==> src/trig_addr_fifo.sv <==
`timescale 1ns/1ps
`default_nettype none

module trig_addr_fifo #(
    parameter int FIFO_AW = 3,
    parameter int CBUF_AW = 16
) (
    input  logic               adc_clk,
    input  logic               rst_n,
    input  logic               push,      // trig_pulse
    input  logic               pop,
    input  logic [CBUF_AW-1:0] din,       // write address at the trigger
    output logic [CBUF_AW-1:0] head,      // oldest entry, valid while not empty
    output logic               empty
);

    localparam int DEPTH = 1 << FIFO_AW;

    logic [CBUF_AW-1:0] mem [DEPTH];
    logic [FIFO_AW-1:0] wr_ptr, rd_ptr;
    logic [FIFO_AW:0]   count;
    logic               full;
    logic               do_push, do_pop;

    assign full    = (count == DEPTH[FIFO_AW:0]);
    assign empty   = (count == '0);
    assign do_push = push & ~full;   // trigger lost when full
    assign do_pop  = pop & ~empty;
    assign head    = mem[rd_ptr];    // fall-through output

    always_ff @(posedge adc_clk) begin
        if (do_push) mem[wr_ptr] <= din;
    end

    //////////////////////////////////////////////////
    // pointers and occupancy
    always_ff @(posedge adc_clk) begin
        if (!rst_n) begin
            wr_ptr <= '0;
            rd_ptr <= '0;
            count  <= '0;
        end else begin
            if (do_push) wr_ptr <= wr_ptr + 1'b1;
            if (do_pop)  rd_ptr <= rd_ptr + 1'b1;
            count <= count + do_push - do_pop;
        end
    end

    a_no_push_full: assert property (@(posedge adc_clk) disable iff (!rst_n) !(push && full));
    a_no_pop_empty: assert property (@(posedge adc_clk) disable iff (!rst_n) !(pop && empty));

endmodule

`default_nettype wire

==> config.mk <==
export PLATFORM = sky130hd
export DESIGN_NAME = trig_addr_fifo
export DESIGN_NICKNAME = d
export VERILOG_FILES = /design/src/trig_addr_fifo.sv
export SDC_FILE = /design/constraint.sdc
export NUM_CORES = 1
export LEC_CHECK = 0
export ABC_AREA = 1
export BUFFER_PORTS_ARGS = -buffer_cell sky130_fd_sc_hd__buf_2
export CAP_MARGIN = 30
export CORE_ASPECT_RATIO = 0.6
export CORE_MARGIN = 4
export CORE_UTILIZATION = 63
export CTS_CLUSTER_DIAMETER = 120
export CTS_CLUSTER_SIZE = 28
export DETAILED_ROUTE_END_ITERATION = 8
export PLACE_DENSITY = 0.82
export SYNTH_ARGS = -nofsm -noshare
export SYNTH_HDL_FRONTEND = slang
export SYNTH_SLANG_ARGS = --single-unit
==> constraint.sdc <==
create_clock -name adc_clk -period 3 [get_ports adc_clk]
set_input_delay 0.3 -clock adc_clk [delete_from_list [all_inputs] [get_ports adc_clk]]
set_output_delay 0.3 -clock adc_clk [all_outputs]
set_load 0.1 [all_outputs]
After elaboration in Yosys (flattened, before gate mapping) --
Memory sizes are Yosys's and may differ from the RTL's. A register that Yosys moved wholly into a read port is not among the register bits. Cells that the tools add are included. Widths: inputs -> output; s select.
Word-level totals: memories 1, bits in writable memories 128, register bits after elaboration 10, output and inout port bits 17, input port bits 20, logic and storage cells 18
Memories:
- mem | words 8, bits a word 16, read ports 1, clocked after Yosys merged registers in 1, wr ports 1, RTL line 19 | logic [CBUF_AW-1:0] mem [DEPTH];
Operators by class: $add $sub $neg 4, multiplexer cells 4, reductions and logical operators 1, bitwise operators 4, equal/unequal tests 1
Operators with widths (count):
- $add 3x1->3 const B | 2
- $mux 3 | 2
- $add 4x1->4 | 1
- $eq 4x4->1 const B | 1
- $logic_not 4->1 | 1
- $sub 4x1->4 | 1
- $and 1x1->1 | 2
- $mux 1 | 2
- $not 1->1 | 2

Logic depth before layout (Yosys ltp) --
word-level depth 5, depth in mapped cells 12, gate-level depth less buffers 12

Least setup slack after synthesis --
Ideal clock, no wire load.
path kind register to register, start register count[2], end memory mem[0][0], enable pin, library setup time 388 ps, stages on the path, launching flop included 6, arrival 1591 ps, required time 2612 ps, clock period less this slack 1980 ps, path slack 1020 ps, path buffers 0, path through dfxtp_1 > inv_1 > ha_1 > a21boi_2 > nand2_1 > nor2_1
On the way: longest elaborated chain between the ends 5
Ends and longest elaborated chain:
- start, declared | RTL line 21 | logic [FIFO_AW:0] count;
- start signal, assigned | RTL line 45 | count <= count + do_push - do_pop;
- $eq 4x4->1 | RTL line 25 | assign full = (count == DEPTH[FIFO_AW:0]);
- $not 1->1 | RTL line 27 | assign do_push = push & ~full;
- $and 1x1->1 | RTL line 27
- $mux 1 | RTL line 32 | if (do_push) mem[wr_ptr] <= din;
- $mux 1 (not written as such) | RTL line 32
- end, declared | RTL line 19
Every way passes these cells.

==> flow_metrics.py <==
metrics = {
    "sta": {
        "report.final.hold_viol_count": 0,
        "period_share_pct": 82.9,
        "max_freq_mhz": 402,
        "drv_slew": 0,
        "fin_crit_ns": 2.49,
        "relSlewSlack_pct": 48.8,
        "setup_violations": 0,
        "rsz0062_at_grt": "false",
        "worstMarginPinSlew_ns": 0.766,
        "fin_setup_tns_ns": 0,
        "clock_skew_ns": 0.00577,
    },
    "cells_and_area": {
        "fillCellCount": 575,
        "final_nets": 734,
        "final_cell_area_sq_um": 7400,
        "layout-drive-gt1-share_pct": 11.8,
        "synthToLayoutAreaGrowth_pct": 17.1,
        "antennaDiodeCount": 0,
        "finish.utilization_pct": 78.2,
    },
    "critical_path": {
        "cp_num_buf_inv": 3,
        "crit_chain": "inv_2 > buf_4 > nand2_1 > nand3_1 > nand2_1 > nand2_1 > nand2_1 > buf_12",
        "cp-start-kind": "register",
        "critPathMaxStageDelay_ns": 0.70,
        "critPathMostFrequentCell": "nand2_1",
        "crit_type": "register to output port",
        "cpMaxStageDelayCell": "dfxtp_2",
        "cp_data_arrival_time_ns": 2.19,
        "cp_max_fo": 36,
        "cp-end-kind": "output port",
        "worst_path_dominant_cell_family": "flip-flops",
        "required_ns": 2.70,
    },
    "clocking": {
        "cts-root-buf": "clkbuf_16",
        "cts_resized": 0,
        "cts_buffer_depth": 2,
        "cts_setup_buffers": 0,
        "clock_sinks": 141,
        "h-tree-depth": 4,
        "cts_tree": "done",
        "postCtsHoldBufs": 0,
        "clk_pin_slew_ns": 0.05,
        "insertion_delay_ns": 0.41,
        "numCtsBuffers": 17,
    },
    "synth": {
        "syn_nets": 683,
        "synth_area_per_cell_sq_um": 9.64,
        "synth_cell_types": 19,
        "synthCells": 655,
        "synth_top_area_share_pct": 60.8,
        "synth_area_leader_cell": "edfxtp_1",
        "synth_area_leaders": "edfxtp_1 (61%), nand2_1 (14%), inv_1 (8.7%), nand3_1 (5.5%), dfxtp_1 (4.1%)",
        "synth-seq-area-share_pct": 65.0,
        "yosysWarningCount": 0,
        "syn_area_sq_um": 6320,
        "ys_seq_elements": 141,
    },
    "flow_run": {
        "cap_violations": 0,
    },
    "grt": {
        "grt_max_degree": 37,
        "grt_use_total_pct": 25.0,
        "grt_pass1_vias": 4394,
        "antenna_found_initial": 0,
        "grt_pass1_wl_um": 21900,
        "globalRouteOverflowTotal": 0,
    },
    "die": {
        "rows": 27,
        "io_pins": 37,
        "die_y_um": 85.6,
        "die_w_um": 137,
        "initial_core_util_pct": 66.8,
        "core_area_sq_um": 9460,
        "die-area_sq_um": 11700,
    },
    "pwr": {
        "p_leak_nw": 3.48,
        "p_per_area_nw_per_um2": 995,
        "ir_worst_vdd_v": 0.000783,
    },
    "min_path": {
        "holdCritPathClass": "input port to register",
    },
    "detailed_routing": {
        "viasPerCell": 5.18,
        "first_iter_violations": 313,
        "wl_um": 13500,
        "dr.pass1.iters": 5,
        "num_vias": 4400,
        "ant_nets": 0,
        "avgRoutedWirePerCell_um": 15.9,
        "drc_errors": 0,
    },
    "placed_design": {
        "gp_congestion": 0.855,
        "port_buffers": 36,
        "dpl_cell_area_sq_um": 6870,
        "post-dp-hpwl_um": 8160,
    },
    "outcome": {
        "status": "complete, no violations",
    },
}
synth_stat cells:
library cell and number:
buf_6 8, a21boi_2 1, nand3b_1 2, dfxtp_1 13, o21ai_0 1, ha_1 7, inv_1 146, nor2_1 24
fa_1 1, inv_2 1, or2_2 1, edfxtp_1 128, a21oi_1 4, nand3_1 69, buf_4 4, nand2_1 231
nor2_2 1, a21boi_0 1, buf_2 12
report_power, final:
part           internal, mW  switching (mW)  leakage (nW)
sequential             2.31           0.102          1.27
combinational         0.948            2.13          1.96
clock                  1.14           0.724         0.259
total                  4.40            2.95          3.48
registers in the layout, indices dropped and copies added (netlist names), named ones only:
name / cells
mem: 128
count: 4
rd_ptr: 3
wr_ptr: 3
logic make-up after synthesis:
group	Yosys count	synth area share [%]
fa+ha+maj	8	1.70
compound gates	7	0.693
buf+inv	171	11.6
flops	141	65.0
simple gates	328	21.1
routing by layer:
metal / track usage (%) / wire length (um) / vias up / share of wire (%)
met5: 0 / 0 / - / 0
met4: 9.06 / 162 / 0 / 1.2
met3: 7.68 / 1250 / 21 / 9.3
met2: 41.7 / 6730 / 191 / 50
met1: 31.1 / 5320 / 2051 / 40
li1: - / - / 2137 / -
cells in the final DEF (no fill, tap or decap), types with 7 or more instances in the layout:
master,netlist,layout
dfxtp_1,13,12
nand3_1,69,69
nor2_1,24,24
edfxtp_1,128,128
ha_1,7,7
clkbuf_1,0,8
clkbuf_16,0,17
inv_1,146,146
buf_4,4,20
buf_12,0,16
buf_2,12,20
nand2_1,231,231
final timing paths:
kind,end,from,cells after the start,slack (ns)
max,head[15],register,8,0.51
min reg2reg,rd_ptr[1]$_SDFFE_PN0P_,rd_ptr[1]$_SDFFE_PN0P_,2,0.52
max reg2reg,count[2]$_SDFF_PN0_,count[2]$_SDFF_PN0_,10,0.81
min,mem[1][1]$_DFFE_PP_,din[1],1,0.15
area by class of cell:
class,count,area (sq um),area share [%]
clock inverters,3,15.0,0.203
inverters,147,552,7.46
clock buffers,29,510,6.90
multi-input cells,343,1480,20.0
flip-flops and latches,141,4110,55.5
repair buffers,56,571,7.71
well taps,130,163,2.20
through the flow:
step / power [mW] / instances / setup slack, ns / hold slack, ns
final: 7.36 / 849 / 0.514 / 0.151
after global routing: 7.71 / 849 / 0.333 / 0.143
after CTS: 7.38 / 849 / 0.504 / 0.135
after detailed placement: 5.50 / 817 / 0.945 / 0.499
after global placement: 5.42 / 817 / 1.03 / 0.476
after floorplan: 4.56 / 655 / 1.02 / 0.399
Power figures use the tool's default switching activity.
