==> config.mk <==
export PLATFORM = sky130hd
export DESIGN_NAME = sample_source
export DESIGN_NICKNAME = d
export VERILOG_FILES = /design/src/adc_acq_pkg.sv /design/src/sample_source.sv
export SDC_FILE = /design/constraint.sdc
export NUM_CORES = 1
export LEC_CHECK = 0
export ABC_AREA = 1
export BUFFER_PORTS_ARGS = -buffer_cell sky130_fd_sc_hd__buf_2
export CAP_MARGIN = 10
export CORE_MARGIN = 1.5
export CORE_UTILIZATION = 45
export DETAILED_ROUTE_END_ITERATION = 10
export PLACE_DENSITY = 0.72
export SLEW_MARGIN = 20
export SYNTH_ARGS = -nofsm -noshare
export SYNTH_HDL_FRONTEND = slang
export SYNTH_SLANG_ARGS = --single-unit
==> constraint.sdc <==
create_clock -name adc_clk -period 3.5 [get_ports adc_clk]
set_input_delay 0 -clock adc_clk [delete_from_list [all_inputs] [get_ports adc_clk]]
set_output_delay 0 -clock adc_clk [all_outputs]
set_load 0.1 [all_outputs]
==> src/adc_acq_pkg.sv <==
`default_nettype none

package adc_acq_pkg;

    //////////////////////////////////////////////////
    // sample and pair widths
    localparam int SAMPLE_W       = 12;      // one adc sample
    localparam int PAIR_W         = 26;      // {smp1, ovr1, smp0, ovr0}
    localparam int PAIRS_PER_WORD = 4;       // eight samples per data word

    typedef logic [PAIR_W-1:0] pair_t;

    //////////////////////////////////////////////////
    // output word
    localparam int OUT_W      = 132;         // tag plus body
    localparam int BODY_W     = 128;
    localparam int FILL_NUM_W = 24;
    localparam int BURST_W    = 14;          // burst count width
    localparam int CHAN_TAG_W = 12;
    localparam int PRE_TRIG_W = 16;

    typedef enum logic [3:0] {
        TAG_FILL_HDR = 4'h1,                 // fill header word
        TAG_DATA     = 4'h2                  // four packed pairs
    } out_tag_e;

    // fill header body layout, unlisted bits stay zero
    localparam int HDR_FILL_LSB  = 0;        // 23:0
    localparam int HDR_TAG_LSB   = 24;       // 35:24
    localparam int HDR_BURST_LSB = 36;       // 49:36
    localparam int HDR_PRE_LSB   = 50;       // 65:50

endpackage

`default_nettype wire

==> src/sample_source.sv <==
`timescale 1ns/1ps
`default_nettype none

module sample_source #(
    parameter int CBUF_AW = 16
) (
    input  logic                              adc_clk,
    input  logic                              rst_n,
    input  logic                              wr_en,
    input  logic                              use_dummy,   // channel_tag[3]
    input  logic [adc_acq_pkg::SAMPLE_W-1:0]  adc_dat_a,
    input  logic [adc_acq_pkg::SAMPLE_W-1:0]  adc_dat_b,
    input  logic                              adc_ovr_a,
    input  logic                              adc_ovr_b,
    output adc_acq_pkg::pair_t                wr_pair,
    output logic [CBUF_AW-1:0]                wr_addr
);

    logic [adc_acq_pkg::SAMPLE_W-1:0] dat_a_q, dat_b_q;
    logic                             ovr_a_q, ovr_b_q;
    logic [adc_acq_pkg::SAMPLE_W-2:0] dummy_n;   // pair counter, samples are 2n and 2n+1

    // pin capture register
    always_ff @(posedge adc_clk) begin
        dat_a_q <= adc_dat_a;
        dat_b_q <= adc_dat_b;
        ovr_a_q <= adc_ovr_a;
        ovr_b_q <= adc_ovr_b;
    end

    //////////////////////////////////////////////////
    // write address and dummy counter, both idle at zero when not acquiring
    always_ff @(posedge adc_clk) begin
        if (!rst_n || !wr_en) begin
            wr_addr <= '0;
            dummy_n <= '0;
        end else begin
            wr_addr <= wr_addr + 1'b1;   // wraps at buffer depth
            dummy_n <= dummy_n + 1'b1;   // one step per written pair
        end
    end

    // pack pair, first sample in the low half
    assign wr_pair = use_dummy ? {dummy_n, 1'b1, 1'b0, dummy_n, 1'b0, 1'b0}
                               : {dat_b_q, ovr_b_q, dat_a_q, ovr_a_q};

    a_wr_addr_known: assert property (@(posedge adc_clk) disable iff (!rst_n)
        wr_en |-> !$isunknown(wr_addr));

endmodule

`default_nettype wire

---- After elaboration in Yosys (flattened, before gate mapping) ----
Index checks and enable logic that the tools add are counted.
cells by class
  add/subtract/negate cells ............... 2
  muxes and demuxes ....................... 1
  reduce and logical (&&, ||, !) cells .... 3
operator list
  cell                                            count
  two-way mux 26 bit                              1
  adder 16 x 1 -> 16 bit (second input constant)  1
  adder 11 x 1 -> 11 bit (second input constant)  1
  logical NOT 1 bit                               2
  logical OR 1 bit                                1
storage, ports and cells
  register bits ........................... 53
  input bits .............................. 30
  output and inout bits ................... 42

---- Longest topological paths before layout ----
  depth in word-level cells ............... 2
  mapped depth ............................ 8

---- Worst setup path before layout ----
OpenSTA, ideal clock, no wires.
  path type ............................... reg2reg
  start ................................... register wr_addr[0]
  end ..................................... register wr_addr[14]
  setup time .............................. 117 ps
  arrival time ............................ 1932 ps
  data required time ...................... 3383 ps
  setup slack ............................. 1451 ps
  stages on the path, launching flop included .. 9
  buffers on the path ..................... 0
  cells stage by stage .................... dfxtp_1 ha_1 nand2_1 nor2_4 nand2_2 nor2_2 nand2_1 nand2_1 nor2_1
between the ends
  word-level cells in the longest chain between the ends .. 1
RTL lines
  item                    line                 source
  start, declared         sample_source.sv:16  output logic [CBUF_AW-1:0] wr_addr
  start signal, assigned  sample_source.sv:38  wr_addr <= wr_addr + 1'b1;
  adder 16 x 1 -> 16 bit  sample_source.sv:38
Every way passes these cells.
A chain may end at the register's enable or synchronous reset.

---- Worst setup path after layout ----
  start ................................... register dummy_n[6] (netlist bit)
  end ..................................... output port wr_pair[8]
between the ends
  word-level cells in the longest chain between the ends .. 1
RTL lines
  item                    line                 source
  start, declared         sample_source.sv:21  logic [adc_acq_pkg::SAMPLE_W-2:0] dummy_n;
  start signal, assigned  sample_source.sv:39  dummy_n <= dummy_n + 1'b1;
  two-way mux 26 bit      sample_source.sv:44  assign wr_pair = use_dummy ? {dummy_n, 1'b1, 1'b0, dummy_n, 1'b0, 1'b0}
  end, declared           sample_source.sv:15  output adc_acq_pkg::pair_t wr_pair,
Every way passes these cells.

==> flow_summary.yaml <==
setup_path:
  slowest_delay_ns: 0.43
  cp_common_cell: "nand2_1"
  r2r-start: "wr_addr[0]"
  cp_max_fo: 5
  startpoint: "dummy_n[6]"
  crit_end: "wr_pair[8]"
  cpMaxStageDelayCell: "dfxtp_1"
  crit_arrival_ns: 1.35
  critPathKind: "register to output port"
  reg2reg_setup_slack_ns: 2.20
  end_kind: "output port"
  worstSetupStartpointType: "register"
  r2r-end: "wr_addr[14]"
  rr_worst_depth: 8
  crit_path_cell_trace: "nand2_1, nand2_1, buf_2"
  crit_required_ns: 3.50
synth:
  synth_seq_cells: 53
  avgSynthCellArea_sq_um: 7.40
  syn_nets: 302
  ys_seq_area_share_pct: 53.1
  synth_ff_type: "dfxtp_1"
  synth_edf_count: 0
  syn_area_sq_mm: 0.00200
  synthArstFlopShare_pct: 0
  yosysUniqueCellTypes: 21
  yosysWarnings: 0
  synthCells: 270
clock_tree:
  clock-sinks: 53
  cts_tree: "yes"
  cts_root_buf: "clkbuf_8"
  htreeDepth: 2
  cts.clk_slew.worst_paths_ns: 0.09
  clockBufferDepth: 2
  cts_setup_buffers: 0
  clk_latency_ns: 0.30
  cts-buffers-inserted: 5
timing:
  tightest_slew_ns: 0.575
  skew_ns: 0.00343
  clock.fmax_ghz: 0.742
  slew_violations: 0
  period_share_pct: 38.5
  period_needed_ns: 1.35
  slew_headroom_pct: 61.6
  worst_hold_slack_ns: 0.168
  fin_setup_tns_ns: 0
  hold_viol_final: 0
  rsz0062_at_grt: "false"
  setup_viol: 0
die:
  core_area_sq_mm: 0.00432
  die_area_sq_mm: 0.00485
  row_count: 24
  die_height_microns: 69.6
  start_util_pct: 46.2
  top_level_ports: 72
  chipWidth_microns: 69.6
drt:
  drt_iter0_drc: 68
  wire_per_inst_microns: 10.3
  firstDrtPassIters: 4
  postRouteAntennaNets: 0
  wl_microns: 4340
  drc: 0
  viasPerCell: 4.45
  vias: 1879
cells_and_area:
  fillerInstances: 370
  final_cells: 422
  final_cell_mix: "100 x nand2_1, 71 x buf_2, 53 x dfxtp_1"
  fin_nets: 401
  layout-drive-gt1-share_pct: 23.5
  fin_area_sq_mm: 0.00274
  area_growth_pct: 37.2
  diodes: 0
  final_common_cell: "nand2_1"
placement:
  placed_area_sq_mm: 0.00239
  dp_hpwl_microns: 2810
  place_inst: 388
  place_congestion: 0.794
  portBuffers: 71
global_route:
  antenna_found_initial: 0
  grt-ovfl-total: 0
  grt_pass1_wl_microns: 7330
  track_usage_pct: 18.4
  grt_start_max_net_pins: 23
  grt_pass1_vias: 1732
job:
  cap_violations: 0
min_path:
  hold_class: "primary input to register"
run_status:
  status: "complete, no violations"
pwr:
  pwr_density_cell_mw_per_mm2: 430
  max-vdd-ir-drop_mv: 0.333
  p_leak_uw: 0.00137
## layout make-up
class                   instances  area [sq um]  area share, %
multi-input cells             186           815           29.7
flip-flops and latches         53          1060           38.7
clock inverters                 3          17.5          0.639
repair buffers                 97           616           22.5
inverters                      26          97.6           3.56
well taps                      52          65.1           2.37
clock buffers                   5          68.8           2.51
## Yosys cell counts, types with 2 or more instances
master,instances,area (sq um)
a21oi_1,9,45.0
buf_2,4,20.0
dfxtp_1,53,1060
ha_1,2,25.0
inv_1,26,97.6
nand2_1,100,375
nand2_2,2,12.5
nand3_1,7,35.0
nor2_1,44,165
nor2_2,2,12.5
nor2_4,2,22.5
o21ai_0,5,25.0
o21ai_1,2,10.0
o21bai_1,2,15.0
xor2_1,4,35.0
## worst min path at each step
stage               slack [ns]    startpoint  cells after the start          to
floorplan                 0.03  adc_dat_a[0]                      0  dat_a_q[0]
global placement          0.10  adc_dat_b[3]                      1  dat_b_q[3]
detailed placement        0.10  adc_dat_b[3]                      1  dat_b_q[3]
CTS                       0.17         wr_en                      3  wr_addr[1]
global route              0.19         wr_en                      3  dummy_n[3]
finish                    0.17         wr_en                      3  wr_addr[1]
## flip-flops by register name, summed over array words and instances (netlist names)
name     flops
dummy_n     11
dat_a_q     12
wr_addr     16
dat_b_q     12
ovr_b_q      1
ovr_a_q      1
## stage by stage
step,worst slack (ns),power [uW],utilization (%)
finish,2.15,1180,63.4
floorplan,1.45,800,-
global route,2.03,1230,63.4
global placement,2.22,836,55.4
detailed placement,2.20,837,55.4
CTS,2.15,1190,63.4
## power breakdown
group	switching (uW)	leakage [uW]	total, uW	internal [uW]
sequential	5.87	0.000437	627	621
combinational	169	0.000886	220	51.5
clock	194	0.0000439	332	138
total	368	0.00137	1180	811
## critical path: cells and delay by family, from the launching register on
kind                   cells  cell delay [ns]
DFF                        1             0.43
buffers and inverters      1             0.42
and+or+nand+nor            2             0.20
## cells by family after synthesis
group | Yosys count | synth area share [%]
simple gates | 160 | 32.1
flops | 53 | 53.1
buf+inv | 31 | 6.08
compound gates | 20 | 5.70
xor+xnor | 4 | 1.75
fa+ha+maj | 2 | 1.25
## timing repair
item	4_1_cts	5_1_grt
endpoints found under the hold margin	26	0
hold buffers	26	0
gates resized for setup	0	0
## per-layer routing
layer | routed length, microns | global-route usage, % | vias up
li1 | - | - | 1010
met1 | 1920 | 22.6 | 793
met2 | 2020 | 31.0 | 70
met3 | 342 | 5.96 | 6
met4 | 54 | 5.13 | 0
met5 | 0 | 0 | -
(Power assumes the default switching activity.)
