===== config.mk =====
export PLATFORM = sky130hd
export DESIGN_NAME = word_assembler
export DESIGN_NICKNAME = d
export VERILOG_FILES = /design/src/adc_acq_pkg.sv /design/src/word_assembler.sv
export SDC_FILE = /design/constraint.sdc
export NUM_CORES = 1
export LEC_CHECK = 0
export BUFFER_PORTS_ARGS = -buffer_cell sky130_fd_sc_hd__buf_2
export CELL_PAD_IN_SITES_DETAIL_PLACEMENT = 0
export CELL_PAD_IN_SITES_GLOBAL_PLACEMENT = 2
export CORE_MARGIN = 2
export CORE_UTILIZATION = 33
export CTS_CLUSTER_SIZE = 24
export DETAILED_ROUTE_END_ITERATION = 6
export GPL_ROUTABILITY_DRIVEN = 0
export PLACE_DENSITY = 0.78
export SYNTH_ARGS = -nofsm -noshare
export SYNTH_HDL_FRONTEND = slang
export SYNTH_SLANG_ARGS = --single-unit

===== constraint.sdc =====
create_clock -name adc_clk -period 0.9 [get_ports adc_clk]
set_input_delay 0.045 -clock adc_clk [delete_from_list [all_inputs] [get_ports adc_clk]]
set_output_delay 0.045 -clock adc_clk [all_outputs]
set_load 0.02 [all_outputs]

===== src/adc_acq_pkg.sv =====
`default_nettype none

package adc_acq_pkg;

    //////////////////////////////////////////////////
    // sample and pair widths
    localparam int SAMPLE_W       = 12;      // one adc sample
    localparam int PAIR_W         = 26;      // {smp1, ovr1, smp0, ovr0}
    localparam int PAIRS_PER_WORD = 4;       // eight samples per data word

    typedef logic [PAIR_W-1:0] pair_t;

    //////////////////////////////////////////////////
    // output word
    localparam int OUT_W      = 132;         // tag plus body
    localparam int BODY_W     = 128;
    localparam int FILL_NUM_W = 24;
    localparam int BURST_W    = 14;          // burst count width
    localparam int CHAN_TAG_W = 12;
    localparam int PRE_TRIG_W = 16;

    typedef enum logic [3:0] {
        TAG_FILL_HDR = 4'h1,                 // fill header word
        TAG_DATA     = 4'h2                  // four packed pairs
    } out_tag_e;

    // fill header body layout, unlisted bits stay zero
    localparam int HDR_FILL_LSB  = 0;        // 23:0
    localparam int HDR_TAG_LSB   = 24;       // 35:24
    localparam int HDR_BURST_LSB = 36;       // 49:36
    localparam int HDR_PRE_LSB   = 50;       // 65:50

endpackage

`default_nettype wire


===== src/word_assembler.sv =====
`timescale 1ns/1ps
`default_nettype none

module word_assembler (
    input  logic                                  adc_clk,
    input  logic                                  rst_n,
    input  adc_acq_pkg::pair_t                    rd_pair,
    input  logic                                  gather,
    input  logic                                  sel_hdr,
    input  logic                                  out_valid,
    input  logic [adc_acq_pkg::FILL_NUM_W-1:0]    fill_num,
    input  logic [adc_acq_pkg::CHAN_TAG_W-1:0]    channel_tag,
    input  logic [adc_acq_pkg::BURST_W-1:0]       num_bursts,
    input  logic [adc_acq_pkg::PRE_TRIG_W-1:0]    pre_trig,
    output logic [adc_acq_pkg::OUT_W-1:0]         adc_acq_out_dat,
    output logic                                  adc_acq_out_valid
);

    adc_acq_pkg::pair_t                sr [adc_acq_pkg::PAIRS_PER_WORD];  // [0] is oldest
    logic [adc_acq_pkg::BODY_W-1:0]    hdr_body;
    logic [adc_acq_pkg::BODY_W-1:0]    dat_body;

    // shift register, new pair enters at the top
    always_ff @(posedge adc_clk) begin
        if (gather) begin
            for (int i = 0; i < adc_acq_pkg::PAIRS_PER_WORD - 1; i++) sr[i] <= sr[i+1];
            sr[adc_acq_pkg::PAIRS_PER_WORD-1] <= rd_pair;
        end
    end

    //////////////////////////////////////////////////
    // header and data bodies
    always_comb begin
        hdr_body = '0;
        hdr_body[adc_acq_pkg::HDR_FILL_LSB  +: adc_acq_pkg::FILL_NUM_W] = fill_num;
        hdr_body[adc_acq_pkg::HDR_TAG_LSB   +: adc_acq_pkg::CHAN_TAG_W] = channel_tag;
        hdr_body[adc_acq_pkg::HDR_BURST_LSB +: adc_acq_pkg::BURST_W]    = num_bursts;
        hdr_body[adc_acq_pkg::HDR_PRE_LSB   +: adc_acq_pkg::PRE_TRIG_W] = pre_trig;
        dat_body = '0;   // top 24 bits stay zero
        for (int i = 0; i < adc_acq_pkg::PAIRS_PER_WORD; i++) begin
            dat_body[i*adc_acq_pkg::PAIR_W +: adc_acq_pkg::PAIR_W] = sr[i];
        end
    end

    // output word register
    always_ff @(posedge adc_clk) begin
        if (out_valid) begin
            adc_acq_out_dat <= sel_hdr ? {adc_acq_pkg::TAG_FILL_HDR, hdr_body}
                                       : {adc_acq_pkg::TAG_DATA, dat_body};
        end
    end

    always_ff @(posedge adc_clk) begin
        if (!rst_n) adc_acq_out_valid <= 1'b0;
        else        adc_acq_out_valid <= out_valid;   // single pulse per word
    end

endmodule

`default_nettype wire


# == After elaboration in Yosys (flattened, before gate mapping) ==
# Memories as Yosys holds them, arrays and structs flattened.
# Cells that the tools add are included.
# totals
word_cells,7
n_memories,1
ramBits,104
regBits,133
# memory_table
name,words,width,read_ports,rd_ports_with_merged_regs,write_ports,line,source
sr,4,26,4,0,4,word_assembler.sv:19,adc_acq_pkg::pair_t sr [adc_acq_pkg::PAIRS_PER_WORD];
# classes
mux,3
# ops
operator,n
130-bit two-way mux,1
1-bit two-way mux,2

# == Logic depth before layout (Yosys ltp) ==
# logic_depth
depth_word,2
ltp_mapped,4

# == Worst setup path after synthesis ==
# OpenSTA, ideal clock, no wires.
# synth_path
kind,input to register
from,input sel_hdr
to,register adc_acq_out_dat[65] in the netlist's numbering (data pin)
path_buffers,2
setup_ns,0.260
stages,3
path_slack_ns,-0.079
arrival_time_ns,0.719
cell_sequence,buf_6 -> clkbuf_1 -> mux2_2
# synth_between
elab_chain_cells,1
# synth_rtl
element,line,source
from (decl),word_assembler.sv:9,"input logic sel_hdr,"
130-bit two-way mux,word_assembler.sv:48,"adc_acq_out_dat <= sel_hdr ? {adc_acq_pkg::TAG_FILL_HDR, hdr_body}"
to (signal assigned),word_assembler.sv:48,
to (decl),word_assembler.sv:15,"output logic [adc_acq_pkg::OUT_W-1:0] adc_acq_out_dat,"
# No other way between the ends.
# A chain may end at the register's enable or synchronous reset.

# == Worst setup path after layout ==
# layout_path
from,register adc_acq_out_dat[23] in the netlist's numbering
to,output adc_acq_out_dat[23] in the netlist's numbering
# No word-level cell between the ends.

==> summary.md <==
| Metric | Value |
|---|---|
| Die Width | 157 µm |
| YS warnings | 0 |
| FF/Latch Area | 0.00633 mm² |
| Ys flop type | edfxtp_1 |
| Synthesized area | 0.00768 mm² |
| Failing checks | negative setup slack |
| Final setup margin | -0.206 ns |
| Critical path's largest stage delay | 0.39 ns |
| Outcome | finished, violations left |
| Crit path launch | adc_acq_out_dat[23] |
| DR WL/cell | 15.6 µm |
| Pre-antenna DRT Iters | 4 |
| Clock skew | 0.0156 ns |
| Startpoint Class | flop |
| Internal | 18800 µW |
| CTS Root Cell | clkbuf_16 |
| I/O Pins | 230 |
| Seq/Total Area, Yosys | 0.824 |
| Vias in the first global route | 4683 |
| Antenna-violating nets left | 0 |
| Crit Path Class | reg2out |
| Synth Instances | 356 |
| Die height | 157 µm |
| M1 GR Usage | 0.149 |
| Grt met3 use | 0.0282 |
| Post-route core utilization | 0.515 |
| Area of the multi-input gates | 0.00120 mm² |
| Most frequent cell after synthesis | edfxtp_1 |
| Period utilization | 1.23 |
| FMAX | 904 MHz |
| Final slew viol count | 0 |
| Setup violators final | 133 |
| Asr flop ratio synth | 0 |
| Max IR drop VDD | 1.27 mV |
| Initial Util | 0.338 |
| Synth area leader | edfxtp_1 |
| Filler cells | 1845 |
| Design area | 0.0117 mm² |
| Die ar. | 0.0245 mm² |
| Placed Instances | 868 |
| DRT iter0 DRCs | 186 |
| Hold path start | sel_hdr |
| Clk sinks | 211 |
| Endpoint type of the worst setup path | output port |
| M2 GR Usage | 0.227 |
| Num CTS Buffers | 23 |
| Initial antenna violation count | 0 |
| Hold Fails Final Rpt | 0 |
| Top Family by Delay on Critical Path | flip-flops |
| Max FO, Critical Path | 1 |
| Non-filler instance count after layout | 1022 |
| Port Buf Inserts | 203 |
| Fraction of layout cells with a size suffix above 1 | 0.480 |
| DP Area | 0.00924 mm² |
| Reg power frac | 0.497 |
| First-pass GRT wire length | 24200 µm |
| Worst Path Required | 0.85 ns |
| Post-DP HPWL | 10400 µm |
| Synth top cells by count | edfxtp_1 (210), mux2_2 (46), nor2b_1 (34) |
| Yosys reg bits | 211 |
| Clock Power Share | 0.392 |
| Core Area | 0.0227 mm² |
| GRT Total Usage | 0.126 |
| CTS tree | yes |
| WP buf/inv | 1 |
| Diode count | 0 |
| EDFF count, synth | 210 |
| DR vias/cell | 4.23 |
| Drt total wl | 15900 µm |
| Nets | 818 |
| Hold WS | 0.112 ns |
| MaxCap Viol Count | 0 |
| Cell variety after synth | 13 |
| Grt ovf | 0 |
| Combinational power share | 0.111 |
| Clk_lat worst skew | 0.49 ns |
| Slowest CP cell | edfxtp_1 |
| Hold crit path type | in2reg |
| H-tree depth | 1 |
| Sw Pwr | 5070 µW |
| Synth top area share | 0.821 |
| Clock Path Buffers | 3 |
| Synth top area cells | edfxtp_1 (82%), mux2_2 (6.7%), mux2_4 (3.9%), nor2b_1 (2.8%), buf_4 (2.5%) |
| Row cnt | 55 |
| Switching part of the total | 0.212 |
| Critical path cell sequence | buf_2 |
| Average size of a mapped cell | 21.6 µm² |
| DRC viols | 0 |
| R2r startpoint | sr[2][7] |
| Largest net degree at the start of global routing | 43 |
| Static leakage | 0.00471 µW |
| Area grow syn2layout | 52.2% |
| PwrDens | 2040 mW/mm² |
| Critical path arrival | 1.06 ns |
| Busiest layer in global routing | met2 |
| Final min period | 1.11 ns |
| DR vias | 4323 |
| Clock slew at reported path FFs | 0.06 ns |
| RSZ-0062 raised after global routing | yes |
power by group through the flow:
stage	Sequential (µW)	Combinational [µW]	Clock (µW)
floorplan	12400	653	0
global placement	12000	1900	0
detailed placement	12000	1940	0
CTS	11900	2470	9600
global route	12000	2810	10000
finish	11900	2640	9370
sequential cells by signal (all words and copies together) (netlist names):
signal,flops
adc_acq_out_dat,106
sr,104
adc_acq_out_valid,1
per-layer routing:
| metal | vias up | share of wire |
|---|---|---|
| li1 | 2030 | - |
| met1 | 2104 | 0.39 |
| met2 | 158 | 0.52 |
| met3 | 31 | 0.062 |
| met4 | 0 | 0.020 |
| met5 | - | 0 |
final timing paths:
check | to | slack (ns) | depth (start not counted)
setup / recovery | adc_acq_out_dat[23] | -0.21 | 1
hold / removal | adc_acq_out_dat[87] | 0.11 | 3
setup reg to reg | adc_acq_out_dat[59] | -0.03 | 1
hold reg to reg | sr[2][1] | 0.43 | 0
layout by cell type, fill, tap and decap left out, types with 7 or more instances in the layout:
| cell | Yosys | routed |
|---|---|---|
| edfxtp_1 | 210 | 210 |
| clkbuf_16 | 0 | 23 |
| clkinv_1 | 0 | 11 |
| buf_4 | 26 | 49 |
| buf_12 | 0 | 7 |
| conb_1 | 1 | 26 |
| nor2b_1 | 34 | 34 |
| mux2_4 | 20 | 29 |
| buf_2 | 7 | 109 |
| mux2_2 | 46 | 37 |
| dlygate4sd3_1 | 0 | 96 |
| buf_6 | 4 | 92 |
timing repair:
item | 4_1_cts | 5_1_grt
endpoints found under the hold margin | 100 | 0
endpoints found under the setup margin | 137 | 171
resized for setup | 91 | 102
buffers inserted | 13 | 9
hold buffers | 96 | 0
area by class of cell:
type,instances,area share
clock buffer,23,0.0492
clock inverter,18,0.0153
inverter,1,0.000321
multi-input combinational,131,0.103
sequential,211,0.541
tap,285,0.0305
timing repair buffer,353,0.261
metrics by stage:
step / total power, µW / setup WS, ns / setup TNS [ns]
3_3_place_gp: 13900 / -0.172 / -9.60
6_report: 23900 / -0.206 / -18.11
3_5_place_dp: 14000 / -0.189 / -10.84
2_1_floorplan: 13000 / -0.0623 / -2.17
5_1_grt: 24800 / -0.249 / -23.32
4_1_cts: 23900 / -0.235 / -20.60
kinds of logic (layout without fill, tap and decap cells):
kind of cell           Yosys count  in the layout  synth area share
buffers and inverters           39            395            0.0368
AND/OR/NAND/NOR                 39             39            0.0324
flip-flops                     211            211             0.824
other                            1             26          0.000488
multiplexers                    66             66             0.107
(Power assumes the default switching activity.)
