==> config.mk <==
export PLATFORM = sky130hd
export DESIGN_NAME = readout_ctrl
export DESIGN_NICKNAME = d
export VERILOG_FILES = /design/src/adc_acq_pkg.sv /design/src/readout_ctrl.sv
export SDC_FILE = /design/constraint.sdc
export NUM_CORES = 1
export LEC_CHECK = 0
export ABC_AREA = 1
export BUFFER_PORTS_ARGS = -buffer_cell sky130_fd_sc_hd__buf_4
export CAP_MARGIN = 0
export CELL_PAD_IN_SITES_DETAIL_PLACEMENT = 1
export CELL_PAD_IN_SITES_GLOBAL_PLACEMENT = 1
export CORE_ASPECT_RATIO = 2
export CORE_MARGIN = 4
export CORE_UTILIZATION = 40
export DETAILED_ROUTE_END_ITERATION = 16
export PLACE_DENSITY_LB_ADDON = 0.1
export SLEW_MARGIN = 20
export SYNTH_ARGS = -nofsm -noshare
export SYNTH_HDL_FRONTEND = slang
export SYNTH_SLANG_ARGS = --single-unit
==> constraint.sdc <==
create_clock -name adc_clk -period 4.7 [get_ports adc_clk]
set_clock_uncertainty 0.1 [all_clocks]
set_input_delay 0.47 -clock adc_clk [delete_from_list [all_inputs] [get_ports adc_clk]]
set_output_delay 0.47 -clock adc_clk [all_outputs]
set_load 0.1 [all_outputs]
==> src/adc_acq_pkg.sv <==
`default_nettype none

package adc_acq_pkg;

    //////////////////////////////////////////////////
    // sample and pair widths
    localparam int SAMPLE_W       = 12;      // one adc sample
    localparam int PAIR_W         = 26;      // {smp1, ovr1, smp0, ovr0}
    localparam int PAIRS_PER_WORD = 4;       // eight samples per data word

    typedef logic [PAIR_W-1:0] pair_t;

    //////////////////////////////////////////////////
    // output word
    localparam int OUT_W      = 132;         // tag plus body
    localparam int BODY_W     = 128;
    localparam int FILL_NUM_W = 24;
    localparam int BURST_W    = 14;          // burst count width
    localparam int CHAN_TAG_W = 12;
    localparam int PRE_TRIG_W = 16;

    typedef enum logic [3:0] {
        TAG_FILL_HDR = 4'h1,                 // fill header word
        TAG_DATA     = 4'h2                  // four packed pairs
    } out_tag_e;

    // fill header body layout, unlisted bits stay zero
    localparam int HDR_FILL_LSB  = 0;        // 23:0
    localparam int HDR_TAG_LSB   = 24;       // 35:24
    localparam int HDR_BURST_LSB = 36;       // 49:36
    localparam int HDR_PRE_LSB   = 50;       // 65:50

endpackage

`default_nettype wire

==> src/readout_ctrl.sv <==
`timescale 1ns/1ps
`default_nettype none

module readout_ctrl #(
    parameter int CBUF_AW = 16
) (
    input  logic                                  adc_clk,
    input  logic                                  rst_n,
    input  logic                                  fifo_empty,
    input  logic [CBUF_AW-1:0]                    trig_addr,
    input  logic [adc_acq_pkg::PRE_TRIG_W-1:0]    pre_trig,
    input  logic [adc_acq_pkg::BURST_W-1:0]       num_bursts,
    input  logic [adc_acq_pkg::FILL_NUM_W-1:0]    initial_fill_num,
    input  logic                                  fill_num_load,
    output logic                                  fifo_pop,
    output logic [CBUF_AW-1:0]                    rd_addr,
    output logic                                  gather,      // rd_pair valid, shift it in
    output logic                                  sel_hdr,
    output logic                                  out_valid,
    output logic [adc_acq_pkg::FILL_NUM_W-1:0]    fill_num,
    output logic                                  acq_done,
    output logic                                  sm_idle
);

    typedef enum logic [2:0] {
        S_IDLE,     // wait for a trigger address
        S_START,    // pop and load start address
        S_HEADER,   // fill header goes out
        S_READ,     // four reads per word
        S_LAST      // last pair of the word comes back
    } state_t;

    state_t                             state;
    logic [adc_acq_pkg::BURST_W-1:0]    burst_cnt;   // words still to send
    logic [1:0]                         pair_cnt;    // reads within a word
    logic                               word_done;   // word complete in the shift register
    logic                               last_word;

    //////////////////////////////////////////////////
    // fill state machine
    always_ff @(posedge adc_clk) begin
        if (!rst_n) begin
            state     <= S_IDLE;
            rd_addr   <= '0;
            burst_cnt <= '0;
            pair_cnt  <= '0;
        end else begin
            case (state)
                S_IDLE: if (!fifo_empty) state <= S_START;
                S_START: begin
                    rd_addr   <= trig_addr - pre_trig[CBUF_AW-1:0];  // wraps modulo depth
                    burst_cnt <= num_bursts;
                    pair_cnt  <= '0;
                    state     <= S_HEADER;
                end
                S_HEADER: state <= S_READ;
                S_READ: begin
                    rd_addr  <= rd_addr + 1'b1;
                    pair_cnt <= pair_cnt + 1'b1;
                    if (pair_cnt == 2'(adc_acq_pkg::PAIRS_PER_WORD - 1)) state <= S_LAST;
                end
                S_LAST: begin
                    burst_cnt <= burst_cnt - 1'b1;
                    state     <= (burst_cnt <= 1) ? S_IDLE : S_READ;
                end
                default: state <= S_IDLE;
            endcase
        end
    end

    // output strobes, registered to line up with the read latency
    always_ff @(posedge adc_clk) begin
        if (!rst_n) begin
            gather    <= 1'b0;
            word_done <= 1'b0;
            last_word <= 1'b0;
            acq_done  <= 1'b0;
        end else begin
            gather    <= (state == S_READ);
            word_done <= (state == S_LAST);
            last_word <= (state == S_LAST) && (burst_cnt <= 1);
            acq_done  <= last_word;   // same cycle as the last word at the top
        end
    end

    assign fifo_pop  = (state == S_START);
    assign sel_hdr   = (state == S_HEADER);
    assign out_valid = sel_hdr | word_done;
    assign sm_idle   = (state == S_IDLE) & ~last_word & ~acq_done;

    //////////////////////////////////////////////////
    // fill number
    always_ff @(posedge adc_clk) begin
        if (!rst_n)             fill_num <= '0;
        else if (fill_num_load) fill_num <= initial_fill_num;
        else if (acq_done)      fill_num <= fill_num + 1'b1;   // next fill
    end

    a_hdr_not_gather: assert property (@(posedge adc_clk) disable iff (!rst_n)
        !(sel_hdr && gather));

endmodule

`default_nettype wire

# Word level (Yosys, flattened, before mapping)

Index checks and enable logic that the tools add are counted.

Register bits after elaboration: 63
Input port bits: 74
Logic and storage cells: 42

Add/subtract/negate cells: 5
Order comparisons: 1
Equal/unequal tests: 7
Muxes and demuxes: 9
Bitwise gates (word level): 5
Reduce and logical (&&, ||, !) cells: 6

Operator list:

| kind                                                             | number |
|---|---|
| two-way mux 24 bit                                               | 2 |
| case mux 16 bit (2 select lines)                                 | 1 |
| case mux 14 bit (2 select lines)                                 | 1 |
| adder 24 x 1 -> 24 bit (second input constant)                   | 1 |
| adder 16 x 1 -> 16 bit (second input constant)                   | 1 |
| subtractor 16 bit                                                | 1 |
| case mux 3 bit (5 select lines)                                  | 1 |
| less-or-equal comparator 14 x 1 -> 1 bit (second input constant) | 1 |
| subtractor 14 x 1 -> 14 bit (second input constant)              | 1 |
| == test 3 x 2 -> 1 bit (second input constant)                   | 2 |
| two-way mux 3 bit                                                | 2 |
| nonzero test 2 bit                                               | 3 |
| inequality test 2 bit (second input constant)                    | 2 |
| case mux 2 bit (2 select lines)                                  | 1 |
| == test 3 x 1 -> 1 bit (second input constant)                   | 1 |
| == test 3 bit (second input constant)                            | 1 |
| logical NOT 3 bit                                                | 1 |
| adder 2 x 1 -> 2 bit (second input constant)                     | 1 |
| bitwise AND 1 bit                                                | 2 |
| == test 2 bit (second input constant)                            | 1 |
| two-way mux 2 bit                                                | 1 |
| NOT 1 bit                                                        | 2 |
| AND reduction 2 bit                                              | 1 |
| logical AND 1 bit                                                | 1 |
| bitwise OR 1 bit                                                 | 1 |

# Logic depth before layout (Yosys ltp)

Depth after elaboration: 3
Mapped depth: 12

# Least setup slack after synthesis

OpenSTA, ideal clock, no wires.

Path type: register to output
Start point: register state[1]
End point: output out_valid
Arrival: 3.290 ns
Required time: 4.130 ns
Setup slack: 0.840 ns
Cell stages (with the launch flop): 4
Path through: dfxtp_1 -> inv_1 -> nor3_1 -> or2_2

Word-level cells in the longest chain between the ends: 2

RTL lines:

| what                   | RTL line           | RTL |
|---|---|---|
| from (decl)            | readout_ctrl.sv:33 | `state_t state;` |
| from (signal assigned) | readout_ctrl.sv:64 | `state <= (burst_cnt <= 1) ? S_IDLE : S_READ;` |
| == test 3 x 2 -> 1 bit | readout_ctrl.sv:87 | `assign sel_hdr = (state == S_HEADER);` |
| net sel_hdr            | readout_ctrl.sv:18 | `output logic sel_hdr,` |
| bitwise OR 1 bit       | readout_ctrl.sv:88 | `assign out_valid = sel_hdr \| word_done;` |
| to (decl)              | readout_ctrl.sv:19 | `output logic out_valid,` |

The timed path passes the listed nets, and every way through them passes these cells.

# Worst setup path after layout

Start point: register state[2]
End point: output fifo_pop

Word-level cells in the longest chain between the ends: 1

RTL lines:

| what                   | RTL line           | RTL |
|---|---|---|
| == test 3 x 1 -> 1 bit | readout_ctrl.sv:86 | `assign fifo_pop = (state == S_START);` |
| to (decl)              | readout_ctrl.sv:15 | `output logic fifo_pop,` |

Every way passes these cells.

==> run summary <==
Final Cycle Share - 53.93%
Post-synth EDFFs - 0
Cells after Synth - 748
DP HPWL - 13910 um
GR Overflow Total - 0
Via-to-Cell Ratio - 5.346
Fin Setup TNS - 0 ns
utilization after layout - 51.23%
area grow syn2layout - 26.21%
nets - 957
clock root buffer - clkbuf_16
wire per inst - 16.78 um
clock transition at the registers of the reported paths - 0.06 ns
dominant synthesized flop cell - dfxtp_1
unrepaired setup endpoints after global routing - no
max-cap violation count - 0
Worst-Skew Late Latency - 0.33 ns
Port Buf Inserts - 119
Die X - 85.05 um
die area - 0.01379 mm2
Antenna Cells - 0
Max-slew headroom - 42.68%
minimum clock period after layout - 2.535 ns
Setup Fix Bufs, Post-CTS - 0
Crit Path Category - reg -> out
Pleak - 2.874 nW
max-slew violation count - 0
first-pass GRT wire length - 28010 um
GP Congestion - 0.9236
register area - 0.001261 mm2
post-synthesis average cell area - 6.350 um2
vias in the first global route - 6065
synthesized cell area - 0.004750 mm2
DRT Pass-1 Iters - 4
CP Data Arrival Time - 1.96 ns
Worst setup EP type - primary output
Syn. warnings - 0
total power - 3.027 mW
Hold EP - fill_num[5]
CTS sink cnt - 63
DP Cell Count - 996
CTS Hold Buffers Added - 0
Async S/R FF share, synth - 0%
Crit Path Max Fanout - 23
H-tree depth - 3
Hold Crit Depth - 3
FILL cells - 1654
CTS Buffer Depth - 2
Hold Path Class - in -> reg
Die Span Y - 162.1 um
syn_nets - 843
post-CTS sizing - 0
Reg-to-Reg Start - acq_done
Total GRT Usage - 25.46%
top-level port count - 120
FF-to-FF path depth - 6
synthesized flop and latch total - 63
combined area of the multi-input logic cells - 0.002957 mm2
Post-route DRC - 0
final-report hold violation count - 0
sequential area share after synthesis - 26.55%
Starting Density - 40.59%
Non-Filler Instances - 1012
initial antenna violation count - 0
hold path start - initial_fill_num[5]
drt initial violations - 133
largest net degree at the start of global routing - 31
measured slew at the worst slew-check pin - 0.8589 ns
terminus of the critical flop-to-flop path - fill_num[3]
CTS tree - done
core box area - 0.01170 mm2
number of buffers created by CTS - 9
Std-Cell Rows - 56
outcome - complete, no violations
DRT Wirelength - 16980 um
worst path required time - 4.13 ns
Yosys cell types - 49
FMAX - 0.3945 GHz
Setup-failing EPs final - 0
Via Count - 5410
FF-to-FF setup slack - 2.56 ns
element type at the critical path start - flip-flop
Antenna Nets Post-Route - 0
fraction of layout cells with a size suffix above 1 - 20.53%
PwrDens - 505.0 mW/mm2
Worst VDD drop - 0.2250 mV
worst max-delay path, stage by stage (launching register included):
cell and delay (ns):
dfxtp_1 0.34, inv_2 0.07, nand2_2 0.18, inv_6 0.16, nand2_8 0.13, inv_2 0.36
buf_4 0.37
layout make-up:
cell class | count | area share (%)
clock inverter | 4 | 0.7514
timing repair buffer | 120 | 15.03
inverter | 106 | 6.721
clock buffer | 12 | 4.112
tap | 145 | 3.027
multi-input combinational | 562 | 49.32
sequential | 63 | 21.04
cells in the final DEF, fill, tap and decap left out, drive strengths merged, types with 11 or more instances in the layout:
master / count
nor3: 13
xor2: 12
nand2: 227
nor2: 78
or2: 11
inv: 104
nand4: 11
ha: 20
dfxtp: 63
clkbuf: 12
a22oi: 13
xnor2: 11
buf: 120
a21oi: 52
o21ai: 25
nand3: 54
sequential cells by signal, summed over array words and instances, names as in the netlist:
register,cells
fill_num,24
rd_addr,16
burst_cnt,14
state,3
pair_cnt,2
acq_done,1
gather,1
last_word,1
word_done,1
report_power, final:
| group | internal (mW) | switching [mW] | total, mW |
|---|---|---|---|
| Sequential | 0.638 | 0.135 | 0.774 |
| Clock | 0.423 | 0.247 | 0.670 |
| Combinational | 0.422 | 1.16 | 1.58 |
metal layers:
layer	part of all wire (%)	GRT usage [%]	vias to the layer above
li1	-	-	2640
met1	31	21.76	2568
met2	59	52.09	141
met3	3.8	4.010	61
met4	5.8	15.06	0
met5	0	0	-
Yosys cell counts, types with 2 or more instances:
cell	n	area, um2
buf_6	4	45.04
a22oi_1	13	97.59
ha_1	20	250.2
nand3b_1	5	37.54
dfxtp_1	63	1261
nand3_1	52	260.3
nor2_2	8	50.05
nand4_1	11	68.82
a21oi_1	52	260.3
o21ai_0	22	110.1
clkinv_1	2	7.510
o211ai_1	5	37.54
nor2_4	4	45.04
nand3_2	2	20.02
or2_1	2	12.51
inv_1	98	367.9
or2_2	9	56.30
nor3_2	3	30.03
nand2_1	219	822.0
a31oi_1	10	62.56
clkbuf_1	4	15.01
nor3_1	9	45.04
buf_2	4	20.02
o21bai_1	4	30.03
nor2_1	66	247.7
o21ai_1	3	15.01
nand2_2	7	43.79
xnor2_1	11	96.34
xor2_1	12	105.1
inv_2	5	18.77
worst max-delay path by stage:
stage                            start          to  slack, ns  cells after the start
after floorplan               state[1]   out_valid       0.84                      3
after global placement    trig_addr[0]  rd_addr[8]       2.48                     11
after detailed placement  trig_addr[0]  rd_addr[8]       2.42                     11
after CTS                     state[2]    fifo_pop       2.14                      6
after global routing          state[0]    fifo_pop       2.03                      5
final                         state[2]    fifo_pop       2.17                      6
per-stage QoR:
step / hold WS (ns) / worst slack (ns) / area [um2]
floorplan: 0.3078 / 0.8404 / 4750
global placement: 0.3345 / 2.477 / 5703
detailed placement: 0.3401 / 2.423 / 5703
CTS: 0.3207 / 2.140 / 5995
global route: 0.3306 / 2.035 / 5995
finish: 0.3203 / 2.165 / 5995
cell families (layout without fill, tap and decap cells):
kind of cell             Yosys count  count (layout)  share of synthesized area, %
AND/OR/NAND/NOR                  400             400                         37.64
AO/OA/AOI/OAI                    118             118                         14.67
XOR/XNOR                          23              23                         4.241
flip-flops                        63              63                         26.55
buffers and inverters            123             242                         11.20
adder cells (fa/ha/maj)           21              21                         5.690
No activity file was read; power rests on OpenSTA's default activity.
